### src/include/soc_macros.svh
// ~~~~~~~~~~~~~~~~~~~~~~~~~~~~~~
// bus widths and slot map; slot offsets are word addresses of SOC_SLOT_SHIFT bits.
// ~~~~~~~~~~~~~~~~~~~~~~~~~~~~~~
`ifndef SOC_MACROS_SVH
`define SOC_MACROS_SVH

// ~~~~~~~~~~~~~~~~~~~~~~~~~~~~~~
// bus.
`define SOC_ARCH_BITS 32
`define SOC_ADDR_BITS 30
`define SOC_SEL_BITS 4

// address map.
`define SOC_SLOT_SHIFT 10
`define SOC_SLOT_COUNT 4
`define SOC_DEV_COUNT 3

// ~~~~~~~~~~~~~~~~~~~~~~~~~~~~~~
// peripherals.
`define SOC_GPIO_COUNT 8
`define SOC_RST_CNTR_BITS 4
`define SOC_INT_SRC_COUNT 2

`endif

### src/soc_pkg.sv
// ~~~~~~~~~~~~~~~~~~~~~~~~~~~~~~
// encodings are fixed; slot_t and int_src_t values double as array indices.
// ~~~~~~~~~~~~~~~~~~~~~~~~~~~~~~
package soc_pkg;

	typedef enum logic [1:0] {
		pi1_noop = 2'b00,
		pi1_wrop = 2'b01,
		pi1_rdop = 2'b10,
		pi1_rwop = 2'b11 // returns the old word, writes the new one.
	} pi1_op_t;

	typedef enum logic [1:0] {
		slot_devtbl  = 2'd0,
		slot_gpio    = 2'd1,
		slot_intctrl = 2'd2,
		slot_invalid = 2'd3
	} slot_t;

	typedef enum logic {rt_idle, rt_wait} router_state_t;

	typedef enum logic [1:0] {
		rst_none     = 2'd0,
		rst_warm     = 2'd1,
		rst_poweroff = 2'd2
	} rst_cmd_t;

	typedef enum logic {int_src_gpio = 1'b0, int_src_ext = 1'b1} int_src_t;

endpackage

### src/reset_seq.sv
// ~~~~~~~~~~~~~~~~~~~~~~~~~~~~~~
// stretches rst_p by 15 cycles; power-off holds reset until the next rst_p.
// ~~~~~~~~~~~~~~~~~~~~~~~~~~~~~~
`timescale 1ns/1ps
`include "soc_macros.svh"

module reset_seq
	import soc_pkg::*;
(
	input  logic     clk100mhz,
	input  logic     rst_p,
	input  rst_cmd_t rst_cmd_i,
	output logic     sys_rst_o
);

	logic [`SOC_RST_CNTR_BITS-1:0] cntr_q;
	logic                          busy_q; // high while the counter still runs.
	logic                          off_q;  // power-off latch.

	// a warm command is handled like one cycle of rst_p.
	always_ff @(posedge clk100mhz) begin
		if (rst_p) begin
			cntr_q <= '1;
			busy_q <= 1'b1;
			off_q  <= 1'b0;
		end else begin
			if (rst_cmd_i == rst_poweroff)
				off_q <= 1'b1;
			if (rst_cmd_i == rst_warm) begin
				cntr_q <= '1;
				busy_q <= 1'b1;
			end else begin
				busy_q <= (cntr_q != '0);
				if (cntr_q != '0)
					cntr_q <= cntr_q - 1'b1;
			end
		end
	end

	assign sys_rst_o = rst_p | busy_q | off_q;

	// ~~~~~~~~~~~~~~~~~~~~~~~~~~~~~~
	a_rst_follows_rst_p: assert property (
		@(posedge clk100mhz) $past(rst_p) |-> sys_rst_o
	);

endmodule

### src/pi1_router.sv
// ~~~~~~~~~~~~~~~~~~~~~~~~~~~~~~
// one transfer in flight, 2 cycles minimum; addresses above slot 3 go to the invalid slot.
// ~~~~~~~~~~~~~~~~~~~~~~~~~~~~~~
`timescale 1ns/1ps
`include "soc_macros.svh"

module pi1_router
	import soc_pkg::*;
(
	input  logic                       clk100mhz,
	input  logic                       sys_rst_i,
	input  pi1_op_t                    m_op_i,
	input  logic [`SOC_ADDR_BITS-1:0]  m_addr_i,
	input  logic [`SOC_ARCH_BITS-1:0]  m_data_i,
	input  logic [`SOC_SEL_BITS-1:0]   m_sel_i,
	output logic [`SOC_ARCH_BITS-1:0]  m_data_o,
	output logic                       m_rdy_o,
	output pi1_op_t                    s_op_o [`SOC_DEV_COUNT],
	output logic [`SOC_SLOT_SHIFT-1:0] s_addr_o,
	output logic [`SOC_ARCH_BITS-1:0]  s_data_o,
	output logic [`SOC_SEL_BITS-1:0]   s_sel_o,
	input  logic [`SOC_ARCH_BITS-1:0]  s_data_i [`SOC_DEV_COUNT],
	input  logic [`SOC_DEV_COUNT-1:0]  s_rdy_i
);

	localparam int SLOT_BITS = $clog2(`SOC_SLOT_COUNT);
	localparam int SLOT_TOP  = `SOC_SLOT_SHIFT + SLOT_BITS;

	router_state_t                state_q;
	pi1_op_t                      op_q;
	slot_t                        slot_q;
	slot_t                        req_slot;
	logic [`SOC_SLOT_SHIFT-1:0]   addr_q;
	logic [`SOC_ARCH_BITS-1:0]    wdata_q;
	logic [`SOC_SEL_BITS-1:0]     sel_q;
	logic [`SOC_ARCH_BITS-1:0]    rdata_q;
	logic                         rdy_q;
	logic [`SOC_ARCH_BITS-1:0]    sel_data;
	logic                         sel_rdy;
	logic                         accept;
	logic                         reply;

	// ~~~~~~~~~~~~~~~~~~~~~~~~~~~~~~
	always_comb begin
		req_slot = slot_t'(m_addr_i[`SOC_SLOT_SHIFT +: SLOT_BITS]);
		if (|m_addr_i[`SOC_ADDR_BITS-1:SLOT_TOP])
			req_slot = slot_invalid; // outside the decoded map.
	end

	always_comb begin
		sel_rdy  = 1'b1; // invalid slot answers at once.
		sel_data = '0;
		case (slot_q)
			slot_devtbl, slot_gpio, slot_intctrl: begin
				sel_rdy  = s_rdy_i[slot_q];
				sel_data = s_data_i[slot_q];
			end
			default: ;
		endcase
	end

	assign accept = (state_q == rt_idle) && (m_op_i != pi1_noop);
	assign reply  = (state_q == rt_wait) && (op_q != pi1_noop) && sel_rdy;

	always_ff @(posedge clk100mhz) begin
		if (sys_rst_i) begin
			state_q <= rt_idle;
			op_q    <= pi1_noop;
			slot_q  <= slot_invalid;
			rdy_q   <= 1'b0;
		end else begin
			case (state_q)
				rt_idle: if (accept) begin
					state_q <= rt_wait;
					op_q    <= m_op_i;
					slot_q  <= req_slot;
				end
				rt_wait: begin
					if (rdy_q) begin
						rdy_q   <= 1'b0; // master saw m_rdy_o.
						state_q <= rt_idle;
					end else if (reply) begin
						op_q  <= pi1_noop;
						rdy_q <= 1'b1;
					end
				end
				default: state_q <= rt_idle;
			endcase
		end
	end

	always_ff @(posedge clk100mhz) begin
		if (accept) begin
			addr_q  <= m_addr_i[`SOC_SLOT_SHIFT-1:0];
			wdata_q <= m_data_i;
			sel_q   <= m_sel_i;
		end
		if (reply)
			rdata_q <= sel_data;
	end

	always_comb begin
		for (int i = 0; i < `SOC_DEV_COUNT; i++)
			s_op_o[i] = (int'(slot_q) == i) ? op_q : pi1_noop;
	end

	assign s_addr_o = addr_q;
	assign s_data_o = wdata_q;
	assign s_sel_o  = sel_q;
	assign m_data_o = rdata_q;
	assign m_rdy_o  = rdy_q;

	a_no_rdy_in_idle: assert property (
		@(posedge clk100mhz) (state_q == rt_idle) |-> !m_rdy_o
	);

endmodule

### src/dev_table.sv
// ~~~~~~~~~~~~~~~~~~~~~~~~~~~~~~
// read-only rows; only a write of byte 0 of row 0 issues a reset command.
// ~~~~~~~~~~~~~~~~~~~~~~~~~~~~~~
`timescale 1ns/1ps
`include "soc_macros.svh"

module dev_table
	import soc_pkg::*;
(
	input  logic                       clk100mhz,
	input  logic                       sys_rst_i,
	input  pi1_op_t                    s_op_i,
	input  logic [`SOC_SLOT_SHIFT-1:0] s_addr_i,
	input  logic [`SOC_ARCH_BITS-1:0]  s_data_i,
	input  logic [`SOC_SEL_BITS-1:0]   s_sel_i,
	output logic [`SOC_ARCH_BITS-1:0]  s_data_o,
	output logic                       s_rdy_o,
	output rst_cmd_t                   rst_cmd_o
);

	localparam logic [`SOC_ARCH_BITS-1:0]  DEV_COUNT_WORD = `SOC_DEV_COUNT;
	localparam logic [`SOC_SLOT_SHIFT-1:0] LAST_ROW       = `SOC_DEV_COUNT;
	localparam logic [15:0]                SLOT_WORDS     = 16'(1 << `SOC_SLOT_SHIFT);

	rst_cmd_t rst_cmd_q;
	logic     wr_row0;

	assign s_rdy_o = (s_op_i != pi1_noop);
	assign wr_row0 = ((s_op_i == pi1_wrop) || (s_op_i == pi1_rwop)) &&
		(s_addr_i == '0) && s_sel_i[0];

	// row n describes slot n-1.
	always_comb begin
		s_data_o = '0;
		if (s_addr_i == '0)
			s_data_o = DEV_COUNT_WORD;
		else if (s_addr_i <= LAST_ROW)
			s_data_o = {16'(s_addr_i - 1'b1), SLOT_WORDS};
	end

	always_ff @(posedge clk100mhz) begin
		if (sys_rst_i) begin
			rst_cmd_q <= rst_none;
		end else begin
			rst_cmd_q <= rst_none; // one cycle pulse.
			if (wr_row0) begin
				case (rst_cmd_t'(s_data_i[1:0]))
					rst_warm, rst_poweroff: rst_cmd_q <= rst_cmd_t'(s_data_i[1:0]);
					default: ;
				endcase
			end
		end
	end

	assign rst_cmd_o = rst_cmd_q;

endmodule

### src/gpio_port.sv
// ~~~~~~~~~~~~~~~~~~~~~~~~~~~~~~
// inputs pass a 2-flop synchronizer; registers are written through byte 0 only.
// ~~~~~~~~~~~~~~~~~~~~~~~~~~~~~~
`timescale 1ns/1ps
`include "soc_macros.svh"

module gpio_port
	import soc_pkg::*;
(
	input  logic                       clk100mhz,
	input  logic                       sys_rst_i,
	input  pi1_op_t                    s_op_i,
	input  logic [`SOC_SLOT_SHIFT-1:0] s_addr_i,
	input  logic [`SOC_ARCH_BITS-1:0]  s_data_i,
	input  logic [`SOC_SEL_BITS-1:0]   s_sel_i,
	output logic [`SOC_ARCH_BITS-1:0]  s_data_o,
	output logic                       s_rdy_o,
	input  logic [`SOC_GPIO_COUNT-1:0] gp_i,
	output logic [`SOC_GPIO_COUNT-1:0] gp_o,
	output logic                       int_req_o,
	input  logic                       int_rdy_i
);

	localparam int PAD = `SOC_ARCH_BITS - `SOC_GPIO_COUNT;

	logic [`SOC_GPIO_COUNT-1:0] sync1_q;
	logic [`SOC_GPIO_COUNT-1:0] sync2_q;
	logic [`SOC_GPIO_COUNT-1:0] prev_q;
	logic [`SOC_GPIO_COUNT-1:0] out_q;
	logic [`SOC_GPIO_COUNT-1:0] mask_q;
	logic                       req_q;
	logic                       wr;
	logic                       change;

	assign s_rdy_o = (s_op_i != pi1_noop);
	assign wr      = ((s_op_i == pi1_wrop) || (s_op_i == pi1_rwop)) && s_sel_i[0];
	assign change  = |((sync2_q ^ prev_q) & mask_q);

	always_ff @(posedge clk100mhz) begin
		sync1_q <= gp_i;
		sync2_q <= sync1_q;
		prev_q  <= sync2_q;
	end

	// ~~~~~~~~~~~~~~~~~~~~~~~~~~~~~~
	always_ff @(posedge clk100mhz) begin
		if (sys_rst_i) begin
			out_q  <= '0;
			mask_q <= '0;
			req_q  <= 1'b0;
		end else begin
			if (wr && (s_addr_i == 'd1))
				out_q <= s_data_i[`SOC_GPIO_COUNT-1:0];
			if (wr && (s_addr_i == 'd2))
				mask_q <= s_data_i[`SOC_GPIO_COUNT-1:0];
			if (change)
				req_q <= 1'b1; // a new change outranks the ack.
			else if (int_rdy_i)
				req_q <= 1'b0;
		end
	end

	always_comb begin
		case (s_addr_i)
			'd0:     s_data_o = {{PAD{1'b0}}, sync2_q};
			'd1:     s_data_o = {{PAD{1'b0}}, out_q};
			'd2:     s_data_o = {{PAD{1'b0}}, mask_q};
			default: s_data_o = '0;
		endcase
	end

	assign gp_o      = out_q;
	assign int_req_o = req_q;

endmodule

### src/int_ctrl.sv
// ~~~~~~~~~~~~~~~~~~~~~~~~~~~~~~
// one destination; a source must drop req on its rdy pulse.
// ~~~~~~~~~~~~~~~~~~~~~~~~~~~~~~
`timescale 1ns/1ps
`include "soc_macros.svh"

module int_ctrl
	import soc_pkg::*;
(
	input  logic                          clk100mhz,
	input  logic                          sys_rst_i,
	input  pi1_op_t                       s_op_i,
	input  logic [`SOC_SLOT_SHIFT-1:0]    s_addr_i,
	input  logic [`SOC_ARCH_BITS-1:0]     s_data_i,
	input  logic [`SOC_SEL_BITS-1:0]      s_sel_i,
	output logic [`SOC_ARCH_BITS-1:0]     s_data_o,
	output logic                          s_rdy_o,
	input  logic [`SOC_INT_SRC_COUNT-1:0] src_req_i,
	output logic [`SOC_INT_SRC_COUNT-1:0] src_rdy_o,
	output logic                          irq_o,
	input  logic                          irq_ack_i
);

	localparam int PAD = `SOC_ARCH_BITS - `SOC_INT_SRC_COUNT;

	logic [`SOC_INT_SRC_COUNT-1:0] en_q;
	logic [`SOC_INT_SRC_COUNT-1:0] rdy_q;
	logic [`SOC_INT_SRC_COUNT-1:0] pending;
	logic                          irq_q;
	int_src_t                      cur_q;
	int_src_t                      last_q;
	int_src_t                      pick;
	logic                          wr_en;

	assign s_rdy_o = (s_op_i != pi1_noop);
	assign wr_en   = ((s_op_i == pi1_wrop) || (s_op_i == pi1_rwop)) &&
		(s_addr_i == 'd1) && s_sel_i[0];

	// the source just served still holds req during its rdy cycle.
	always_comb begin
		pending = src_req_i & en_q & ~rdy_q;
		pick    = int_src_gpio;
		for (int i = `SOC_INT_SRC_COUNT - 1; i >= 0; i--)
			if (pending[i])
				pick = int_src_t'(i); // lowest index wins.
	end

	// ~~~~~~~~~~~~~~~~~~~~~~~~~~~~~~
	always_ff @(posedge clk100mhz) begin
		if (sys_rst_i) begin
			irq_q  <= 1'b0;
			rdy_q  <= '0;
			cur_q  <= int_src_gpio;
			last_q <= int_src_gpio;
			en_q   <= '1;
		end else begin
			rdy_q <= '0;
			if (!irq_q) begin
				if (|pending) begin
					irq_q <= 1'b1;
					cur_q <= pick;
				end
			end else if (irq_ack_i) begin
				irq_q        <= 1'b0;
				rdy_q[cur_q] <= 1'b1;
				last_q       <= cur_q;
			end
			if (wr_en)
				en_q <= s_data_i[`SOC_INT_SRC_COUNT-1:0];
		end
	end

	always_comb begin
		case (s_addr_i)
			'd0:     s_data_o = {{(`SOC_ARCH_BITS-1){1'b0}}, last_q};
			'd1:     s_data_o = {{PAD{1'b0}}, en_q};
			default: s_data_o = '0;
		endcase
	end

	assign src_rdy_o = rdy_q;
	assign irq_o     = irq_q;

	a_rdy_onehot: assert property (@(posedge clk100mhz) $onehot0(src_rdy_o));

endmodule

### src/soc_top.sv
// ~~~~~~~~~~~~~~~~~~~~~~~~~~~~~~
// single bus master; ext_irq_i is a level request acknowledged through irq_ack_i.
// ~~~~~~~~~~~~~~~~~~~~~~~~~~~~~~
`timescale 1ns/1ps
`include "soc_macros.svh"

module soc_top
	import soc_pkg::*;
(
	input  logic                       clk100mhz,
	input  logic                       rst_p,
	input  pi1_op_t                    m_op_i,
	input  logic [`SOC_ADDR_BITS-1:0]  m_addr_i,
	input  logic [`SOC_ARCH_BITS-1:0]  m_data_i,
	input  logic [`SOC_SEL_BITS-1:0]   m_sel_i,
	output logic [`SOC_ARCH_BITS-1:0]  m_data_o,
	output logic                       m_rdy_o,
	input  logic [`SOC_GPIO_COUNT-1:0] gp_i,
	output logic [`SOC_GPIO_COUNT-1:0] gp_o,
	input  logic                       ext_irq_i,
	output logic                       irq_o,
	input  logic                       irq_ack_i,
	output logic                       sys_rst_o
);

	logic                          sys_rst;
	rst_cmd_t                      rst_cmd;
	pi1_op_t                       s_op [`SOC_DEV_COUNT];
	logic [`SOC_SLOT_SHIFT-1:0]    s_addr;
	logic [`SOC_ARCH_BITS-1:0]     s_wdata;
	logic [`SOC_SEL_BITS-1:0]      s_sel;
	logic [`SOC_ARCH_BITS-1:0]     s_rdata [`SOC_DEV_COUNT];
	logic [`SOC_DEV_COUNT-1:0]     s_rdy;
	logic [`SOC_INT_SRC_COUNT-1:0] int_req;
	logic [`SOC_INT_SRC_COUNT-1:0] int_rdy;

	// the external request is masked while its rdy pulses.
	assign int_req[int_src_ext] = ext_irq_i & ~int_rdy[int_src_ext];
	assign sys_rst_o            = sys_rst;

	reset_seq i_reset_seq (
		.clk100mhz (clk100mhz),
		.rst_p     (rst_p),
		.rst_cmd_i (rst_cmd),
		.sys_rst_o (sys_rst)
	);

	pi1_router i_pi1_router (
		.clk100mhz (clk100mhz), .sys_rst_i (sys_rst),
		.m_op_i    (m_op_i),    .m_addr_i  (m_addr_i), .m_data_i (m_data_i),
		.m_sel_i   (m_sel_i),   .m_data_o  (m_data_o), .m_rdy_o  (m_rdy_o),
		.s_op_o    (s_op),      .s_addr_o  (s_addr),   .s_data_o (s_wdata),
		.s_sel_o   (s_sel),     .s_data_i  (s_rdata),  .s_rdy_i  (s_rdy)
	);

	// ~~~~~~~~~~~~~~~~~~~~~~~~~~~~~~
	dev_table i_dev_table (
		.clk100mhz (clk100mhz),             .sys_rst_i (sys_rst),
		.s_op_i    (s_op[slot_devtbl]),     .s_addr_i  (s_addr),
		.s_data_i  (s_wdata),               .s_sel_i   (s_sel),
		.s_data_o  (s_rdata[slot_devtbl]),  .s_rdy_o   (s_rdy[slot_devtbl]),
		.rst_cmd_o (rst_cmd)
	);

	gpio_port i_gpio_port (
		.clk100mhz (clk100mhz),             .sys_rst_i (sys_rst),
		.s_op_i    (s_op[slot_gpio]),       .s_addr_i  (s_addr),
		.s_data_i  (s_wdata),               .s_sel_i   (s_sel),
		.s_data_o  (s_rdata[slot_gpio]),    .s_rdy_o   (s_rdy[slot_gpio]),
		.gp_i      (gp_i),                  .gp_o      (gp_o),
		.int_req_o (int_req[int_src_gpio]), .int_rdy_i (int_rdy[int_src_gpio])
	);

	int_ctrl i_int_ctrl (
		.clk100mhz (clk100mhz),             .sys_rst_i (sys_rst),
		.s_op_i    (s_op[slot_intctrl]),    .s_addr_i  (s_addr),
		.s_data_i  (s_wdata),               .s_sel_i   (s_sel),
		.s_data_o  (s_rdata[slot_intctrl]), .s_rdy_o   (s_rdy[slot_intctrl]),
		.src_req_i (int_req),               .src_rdy_o (int_rdy),
		.irq_o     (irq_o),                 .irq_ack_i (irq_ack_i)
	);

endmodule

### config.mk
export PLATFORM = sky130hd
export DESIGN_NAME = soc_top
export DESIGN_NICKNAME = d
export VERILOG_FILES = /design/src/soc_pkg.sv /design/src/reset_seq.sv /design/src/pi1_router.sv /design/src/dev_table.sv /design/src/gpio_port.sv /design/src/int_ctrl.sv /design/src/soc_top.sv
export VERILOG_INCLUDE_DIRS = /design/src /design/src/include
export SDC_FILE = /design/constraint.sdc
export NUM_CORES = 1
export LEC_CHECK = 0
export BUFFER_PORTS_ARGS = -buffer_cell sky130_fd_sc_hd__buf_2
export CAP_MARGIN = 20
export CELL_PAD_IN_SITES_DETAIL_PLACEMENT = 0
export CELL_PAD_IN_SITES_GLOBAL_PLACEMENT = 1
export CORE_ASPECT_RATIO = 0.7
export CORE_MARGIN = 4
export CORE_UTILIZATION = 45
export CTS_BUF_LIST = sky130_fd_sc_hd__clkbuf_16
export DETAILED_ROUTE_END_ITERATION = 7
export HOLD_SLACK_MARGIN = 0.12
export PLACE_DENSITY_LB_ADDON = 0.15
export RECOVER_POWER = 100
export SLEW_MARGIN = 20
export SYNTH_ARGS = -nofsm -noshare
export SYNTH_HDL_FRONTEND = slang
export SYNTH_HIERARCHICAL = 1
export SYNTH_SLANG_ARGS = --single-unit
### constraint.sdc
create_clock -name clk100mhz -period 3.4 [get_ports clk100mhz]
set_clock_uncertainty 0.2 [all_clocks]
set_input_delay 0.17 -clock clk100mhz [delete_from_list [all_inputs] [get_ports clk100mhz]]
set_output_delay 0.17 -clock clk100mhz [all_outputs]
set_load 0.03 [all_outputs]
==> results.sh, run 1 <==
export IMPL_period_minus_slack_ns=2.82
export IMPL_floorplan_initialDensity_pct=46.8
export IMPL_instance_count_of_the_mapped_netlist=517
export IMPL_final_max_slew_violation_count=0
export IMPL_chipHeight_microns=101
export IMPL_diodes=0
export IMPL_die_w_microns=141
export IMPL_postLayoutCoreUtil_pct=55.7
export IMPL_drt_total_wl_mm=11.3
export IMPL_inserted_clock_buffers=17
export IMPL_total_leakage_power_nw=2.89
export IMPL_htree_num_levels=4
export IMPL_finish_cell_count_without_fillers=818
export IMPL_grt_start_max_net_pins=34
export IMPL_setup_worst_path_class="register to register"
export IMPL_starting_drt_drc_count=198
export IMPL_nets=732
export IMPL_grt_setup_unrepaired="false"
export IMPL_worst_ir_drop_vdd_mv=0.367
export IMPL_multi_input_comb_area_sq_um=2150
export IMPL_post_dp_hpwl_mm=7.51
export IMPL_cts_sink_count=113
export IMPL_fill_cells=1046
export IMPL_critical_path_arrival_ns=2.92
export IMPL_critPathCaptureType="register"
export IMPL_grt_first_pass_wirelength_mm=18.9
export IMPL_syn_area_per_cell_sq_um=10.8
export IMPL_crit_path_max_fanout=27
export IMPL_layout_cells_most_common_list="67 x sky130_fd_sc_hd__conb_1, 61 x sky130_fd_sc_hd__dfxtp_1, 61 x sky130_fd_sc_hd__mux2i_1"
export IMPL_layout_cells_most_common="sky130_fd_sc_hd__conb_1"
export IMPL_grt_overflow=0
export IMPL_highest_clock_frequency_the_design_can_meet_mhz=354
export IMPL_first_pass_iters=4
export IMPL_gpl_final_weighted_congestion=0.738
export IMPL_worst_endpoint_required_ns=3.50
export IMPL_core_rowCount=33
export IMPL_setup_tns_final_ns=0
export IMPL_clkSlewWorstSetupHoldPaths_ns=0.06
export IMPL_floorplan_io_pins=123
export IMPL_antenna_found_initial=0
export IMPL_flow_area_growth_from_synthesis_pct=19.1
export IMPL_clock_latency_ns=0.41
export IMPL_synth_area_sq_um=5580
export IMPL_outcome="finished clean"
export IMPL_setup_viol=0
export IMPL_maxSlewHeadroom_pct=41.7
export IMPL_global_route_usage_total_pct=16.9
export IMPL_power_w=0.00335
export IMPL_worst_setup_path_start_kind="register"
export IMPL_design_core_area_sq_um=11900
export IMPL_die_area_sq_um=14300
export IMPL_first_global_vias=3808
export IMPL_clock_root_buffer="sky130_fd_sc_hd__clkbuf_16"
export IMPL_wl_per_cell_microns=13.8
export IMPL_cts_resized=0
export IMPL_path_category_of_the_worst_min_delay_check="register to register"
export IMPL_max_cap_violations=0
export IMPL_synth_yosys_warnings=6
export IMPL_finalCritPeriodShare_pct=83.0
export IMPL_antenna_violating_nets_post_route=0
export IMPL_port_buffers=95
export IMPL_route_vias_total=3774
export IMPL_pwr_per_cell_area_nw_per_um2=505
export IMPL_via_per_inst=4.61
export IMPL_layout_area_seq_sq_um=2770
export IMPL_worst_slew_pin_transition_ns=0.873
export IMPL_cts_root_to_sink_buffers=2
export IMPL_layout_drive_gt1_share_pct=15.1
export IMPL_hold_viol_final=0
export IMPL_route_detailed_drc=0
export IMPL_post_cts_repair_setup_buffers=0
export IMPL_cts_tree="done"
export IMPL_numPlacedInstances=746
==> final timing paths <==
| path | startpoint | cells past startpoint | end | slack [ns] |
|---|---|---|---|---|
| worst min register to register | i_gpio_port/sync1_q[5] | 0 | i_gpio_port/sync2_q[5] | 0.13 |
| worst min-delay path | i_gpio_port/sync1_q[5] | 0 | i_gpio_port/sync2_q[5] | 0.13 |
| worst max-delay path | i_pi1_router/slot_q[0] | 6 | i_pi1_router/op_q[1] | 0.58 |
| worst max register to register | i_pi1_router/slot_q[0] | 6 | i_pi1_router/op_q[1] | 0.58 |
==> cell type report <==
class | count | share of cell area (%)
flip-flops and latches | 113 | 41.8
clock buffers | 18 | 6.78
repair buffers | 145 | 13.3
clock inverters | 14 | 1.98
well taps | 157 | 2.96
multi-input cells | 356 | 32.4
inverters | 15 | 0.847
==> routing by layer <==
metal / vias up / global-route usage, % / part of all wire [%] / routed length (microns)
met5: - / 0 / 0 / 0
met4: 0 / 5.14 / 0.70 / 79
met3: 9 / 5.47 / 5.9 / 665
met2: 94 / 26.0 / 42 / 4730
met1: 1728 / 22.8 / 51 / 5770
li1: 1943 / - / - / -
==> power breakdown <==
group | total [W] | leakage, nW | switching, W | internal (W)
clock | 0.00173 | 0.288 | 0.000716 | 0.00101
sequential | 0.00147 | 0.961 | 0.0000258 | 0.00145
combinational | 0.000150 | 1.64 | 0.0000692 | 0.0000805
==> worst max-delay path, cell delays in order, from the launching register on <==
cell                            delay, ns
sky130_fd_sc_hd__dfxtp_2             0.54
sky130_fd_sc_hd__buf_4               0.50
sky130_fd_sc_hd__mux2i_1             0.15
sky130_fd_sc_hd__a221oi_1            0.34
sky130_fd_sc_hd__buf_4               0.30
sky130_fd_sc_hd__o21ai_0             0.11
sky130_fd_sc_hd__dlygate4sd3_1       0.55
==> state kept, by name (all words and copies together), names as in the netlist, 2 cells and up <==
signal                 cells
i_pi1_router/slot_q        2
i_pi1_router/op_q          2
i_int_ctrl/en_q            2
i_pi1_router/m_data_o     32
i_gpio_port/sync1_q        8
i_int_ctrl/src_rdy_o       2
i_reset_seq/cntr_q         4
i_gpio_port/mask_q         8
i_dev_table/rst_cmd_o      2
i_pi1_router/s_data_o      8
i_gpio_port/sync2_q        8
i_pi1_router/s_addr_o     10
i_gpio_port/gp_o           8
i_gpio_port/prev_q         8
==> metrics by stage <==
| step | hold WS (ns) | cell area (sq um) | worst slack (ns) |
|---|---|---|---|
| after floorplan | -0.00228 | 5820 | 0.718 |
| after global placement | 0.0726 | 5850 | 0.945 |
| after detailed placement | 0.0736 | 5850 | 0.935 |
| after CTS | 0.134 | 6830 | 0.644 |
| after global routing | 0.145 | 6640 | 0.338 |
| final | 0.130 | 6640 | 0.578 |
==> what timing repair did <==
action                                 4_1_cts  5_1_grt
endpoints found under the hold margin       43        0
hold buffers                                40        0
setup endpoints to repair                    0        0
Power figures use the tool's default switching activity.
==> inputs of run 2 (changes only) <==
==> constraint.sdc (replaced) <==
create_clock -name clk100mhz -period 2.9 [get_ports clk100mhz]
set_clock_uncertainty 0.2 [all_clocks]
set_input_delay 0.145 -clock clk100mhz [delete_from_list [all_inputs] [get_ports clk100mhz]]
set_output_delay 0.145 -clock clk100mhz [all_outputs]
set_load 0.03 [all_outputs]
==> run 2 against run 1 <==
Compared with the run above: sequential power up 18%; die area unchanged; hold slack worse by 0.0042 ns; largest cell class unchanged; sequential share of layout area down 0.42 points; clock-buffer cell count down 1; wire length up 1.1%.
==> results.sh, run 2 (synthesis results as in run 1) <==
export IMPL_timing_hold_worst_path_depth=0
export IMPL_wl_per_cell_microns=13.9
export IMPL_path_category_of_the_worst_min_delay_check="register to register"
export IMPL_grt_start_max_net_pins=34
export IMPL_max_cap_violations=0
export IMPL_hold_end="i_gpio_port/sync2_q[5]"
export IMPL_gpl_final_weighted_congestion=0.726
export IMPL_pwr_per_cell_area_nw_per_um2=606
export IMPL_global_route_usage_total_pct=16.7
export IMPL_period_minus_slack_ns=2.54
export IMPL_nets=735
export IMPL_postPlaceCellArea_sq_um=5870
export IMPL_outcome="finished clean"
export IMPL_grt_first_pass_wirelength_mm=18.8
export IMPL_worst_endpoint_required_ns=3.06
export IMPL_finalCritPeriodShare_pct=87.7
export IMPL_inserted_clock_buffers=17
export IMPL_reg2reg_from="i_pi1_router/slot_q[1]"
export IMPL_clock_latency_ns=0.41
export IMPL_critical_path_arrival_ns=2.70
export IMPL_postLayoutSetupSlackWorst_ns=0.355
export IMPL_flow_area_growth_from_synthesis_pct=20.3
export IMPL_final_max_slew_violation_count=0
export IMPL_post_dp_hpwl_mm=7.75
export IMPL_port_buffers=95
export IMPL_first_pass_iters=4
export IMPL_cts_root_to_sink_buffers=2
export IMPL_crit_path_max_fanout=21
export IMPL_worst_ir_drop_vdd_mv=0.444
export IMPL_setup_viol=0
export IMPL_finish_cell_count_without_fillers=821
export IMPL_via_per_inst=4.59
export IMPL_starting_drt_drc_count=215
export IMPL_dp_worst_setup_slack_ns=0.572
export IMPL_diodes=0
export IMPL_htree_num_levels=4
export IMPL_endpoint_of_the_most_critical_register_to_register_path="i_pi1_router/op_q[0]"
export IMPL_core_rowCount=33
export IMPL_floorplan_initialDensity_pct=46.8
export IMPL_cts_sink_count=113
export IMPL_highest_clock_frequency_the_design_can_meet_mhz=393
export IMPL_final_cell_area_sq_um=6710
export IMPL_min_from="i_gpio_port/sync1_q[5]"
export IMPL_maxSlewHeadroom_pct=57.2
export IMPL_layout_area_seq_sq_um=2770
export IMPL_route_vias_total=3769
export IMPL_cts_tree="done"
export IMPL_fill_cells=1052
export IMPL_numPlacedInstances=749
export IMPL_multi_input_comb_area_sq_um=2170
export IMPL_grt_overflow=0
export IMPL_r2r_worst_path_cells=8
export IMPL_layout_cells_most_common="sky130_fd_sc_hd__conb_1"
export IMPL_floorplan_io_pins=123
export IMPL_antenna_found_initial=0
export IMPL_antenna_violating_nets_post_route=0
export IMPL_route_detailed_drc=0
export IMPL_postLayoutCoreUtil_pct=56.2
export IMPL_setup_tns_final_ns=0
export IMPL_grt_setup_unrepaired="false"
export IMPL_hold_viol_final=0
export IMPL_drt_total_wl_mm=11.4
export IMPL_die_area_sq_um=14300
export IMPL_layout_drive_gt1_share_pct=15.5
export IMPL_layout_cells_most_common_list="67 x sky130_fd_sc_hd__conb_1, 61 x sky130_fd_sc_hd__dfxtp_1, 61 x sky130_fd_sc_hd__mux2i_1"
export IMPL_setup_worst_path_class="register to register"
export IMPL_total_leakage_power_nw=2.92
export IMPL_rrSetupSlack_ns=0.36
export IMPL_die_w_microns=141
export IMPL_largest_register_ffs=32
export IMPL_worst_setup_path_start_kind="register"
export IMPL_chipHeight_microns=101
export IMPL_first_global_vias=3809
export IMPL_clkSlewWorstSetupHoldPaths_ns=0.06
export IMPL_design_core_area_sq_um=11900
export IMPL_critPathCaptureType="register"
export IMPL_worst_slew_pin_transition_ns=0.640
export IMPL_clock_root_buffer="sky130_fd_sc_hd__clkbuf_16"
run 2: cell types whose count changed in the layout (fill, tap and decap cells not counted), sizes merged:
cell,change
clkinvlp,-1
bufinv,+2
clkinv,+1
inv,-1
buf,+2
run 2: worst max-delay path by stage:
| stage | start | to | slack (ns) | cells past startpoint |
|---|---|---|---|---|
| global placement | i_pi1_router/s_addr_o[4] | i_pi1_router/m_data_o[28] | 0.60 | 5 |
| detailed placement | i_pi1_router/s_addr_o[4] | i_pi1_router/m_data_o[28] | 0.57 | 5 |
| CTS | i_pi1_router/slot_q[1] | i_pi1_router/op_q[0] | 0.35 | 8 |
| global route | i_pi1_router/slot_q[1] | i_pi1_router/op_q[0] | 0.18 | 8 |
| finish | i_pi1_router/slot_q[1] | i_pi1_router/op_q[0] | 0.36 | 8 |
| floorplan | i_pi1_router/slot_q[0] | i_pi1_router/m_data_o[0] | 0.22 | 6 |
run 2: layer usage:
metal / share of wire [%] / GRT usage (%)
met3: 6.0 / 5.19
met4: 0.74 / 5.29
met1: 49 / 22.9
met2: 44 / 25.6
met5: 0 / 0
run 2: final cells by class:
type                    count  share of cell area, %
flip-flops and latches    113                   41.3
multi-input cells         356                   32.4
repair buffers            148                   13.4
clock buffers              17                   6.34
well taps                 157                   2.93
clock inverters            15                   2.74
inverters                  15                  0.839
run 2: worst max-delay path, stage by stage (launching register included):
cell	delay, ns
sky130_fd_sc_hd__dfxtp_1	0.41
sky130_fd_sc_hd__buf_4	0.27
sky130_fd_sc_hd__nor3b_1	0.07
sky130_fd_sc_hd__or2_2	0.29
sky130_fd_sc_hd__mux2i_1	0.22
sky130_fd_sc_hd__a221oi_4	0.09
sky130_fd_sc_hd__buf_4	0.22
sky130_fd_sc_hd__o21ai_0	0.16
sky130_fd_sc_hd__dlygate4sd3_1	0.55
run 2: repair_timing:
item,4_1_cts,5_1_grt
buffers inserted,0,0
gates resized for setup,0,0
hold endpoints to repair,43,0
hold buffers,40,0
run 2: power by group:
part	internal, W	leakage [nW]	switching, W
sequential	0.00170	0.961	0.0000301
clock	0.00131	0.303	0.000851
combinational	0.0000944	1.65	0.0000827
run 2: stage by stage:
stage	hold slack (ns)	total power, W
after floorplan	-0.0273	0.00192
after CTS	0.127	0.00411
after global routing	0.134	0.00421
after global placement	0.0474	0.00191
after detailed placement	0.0486	0.00192
final	0.125	0.00407
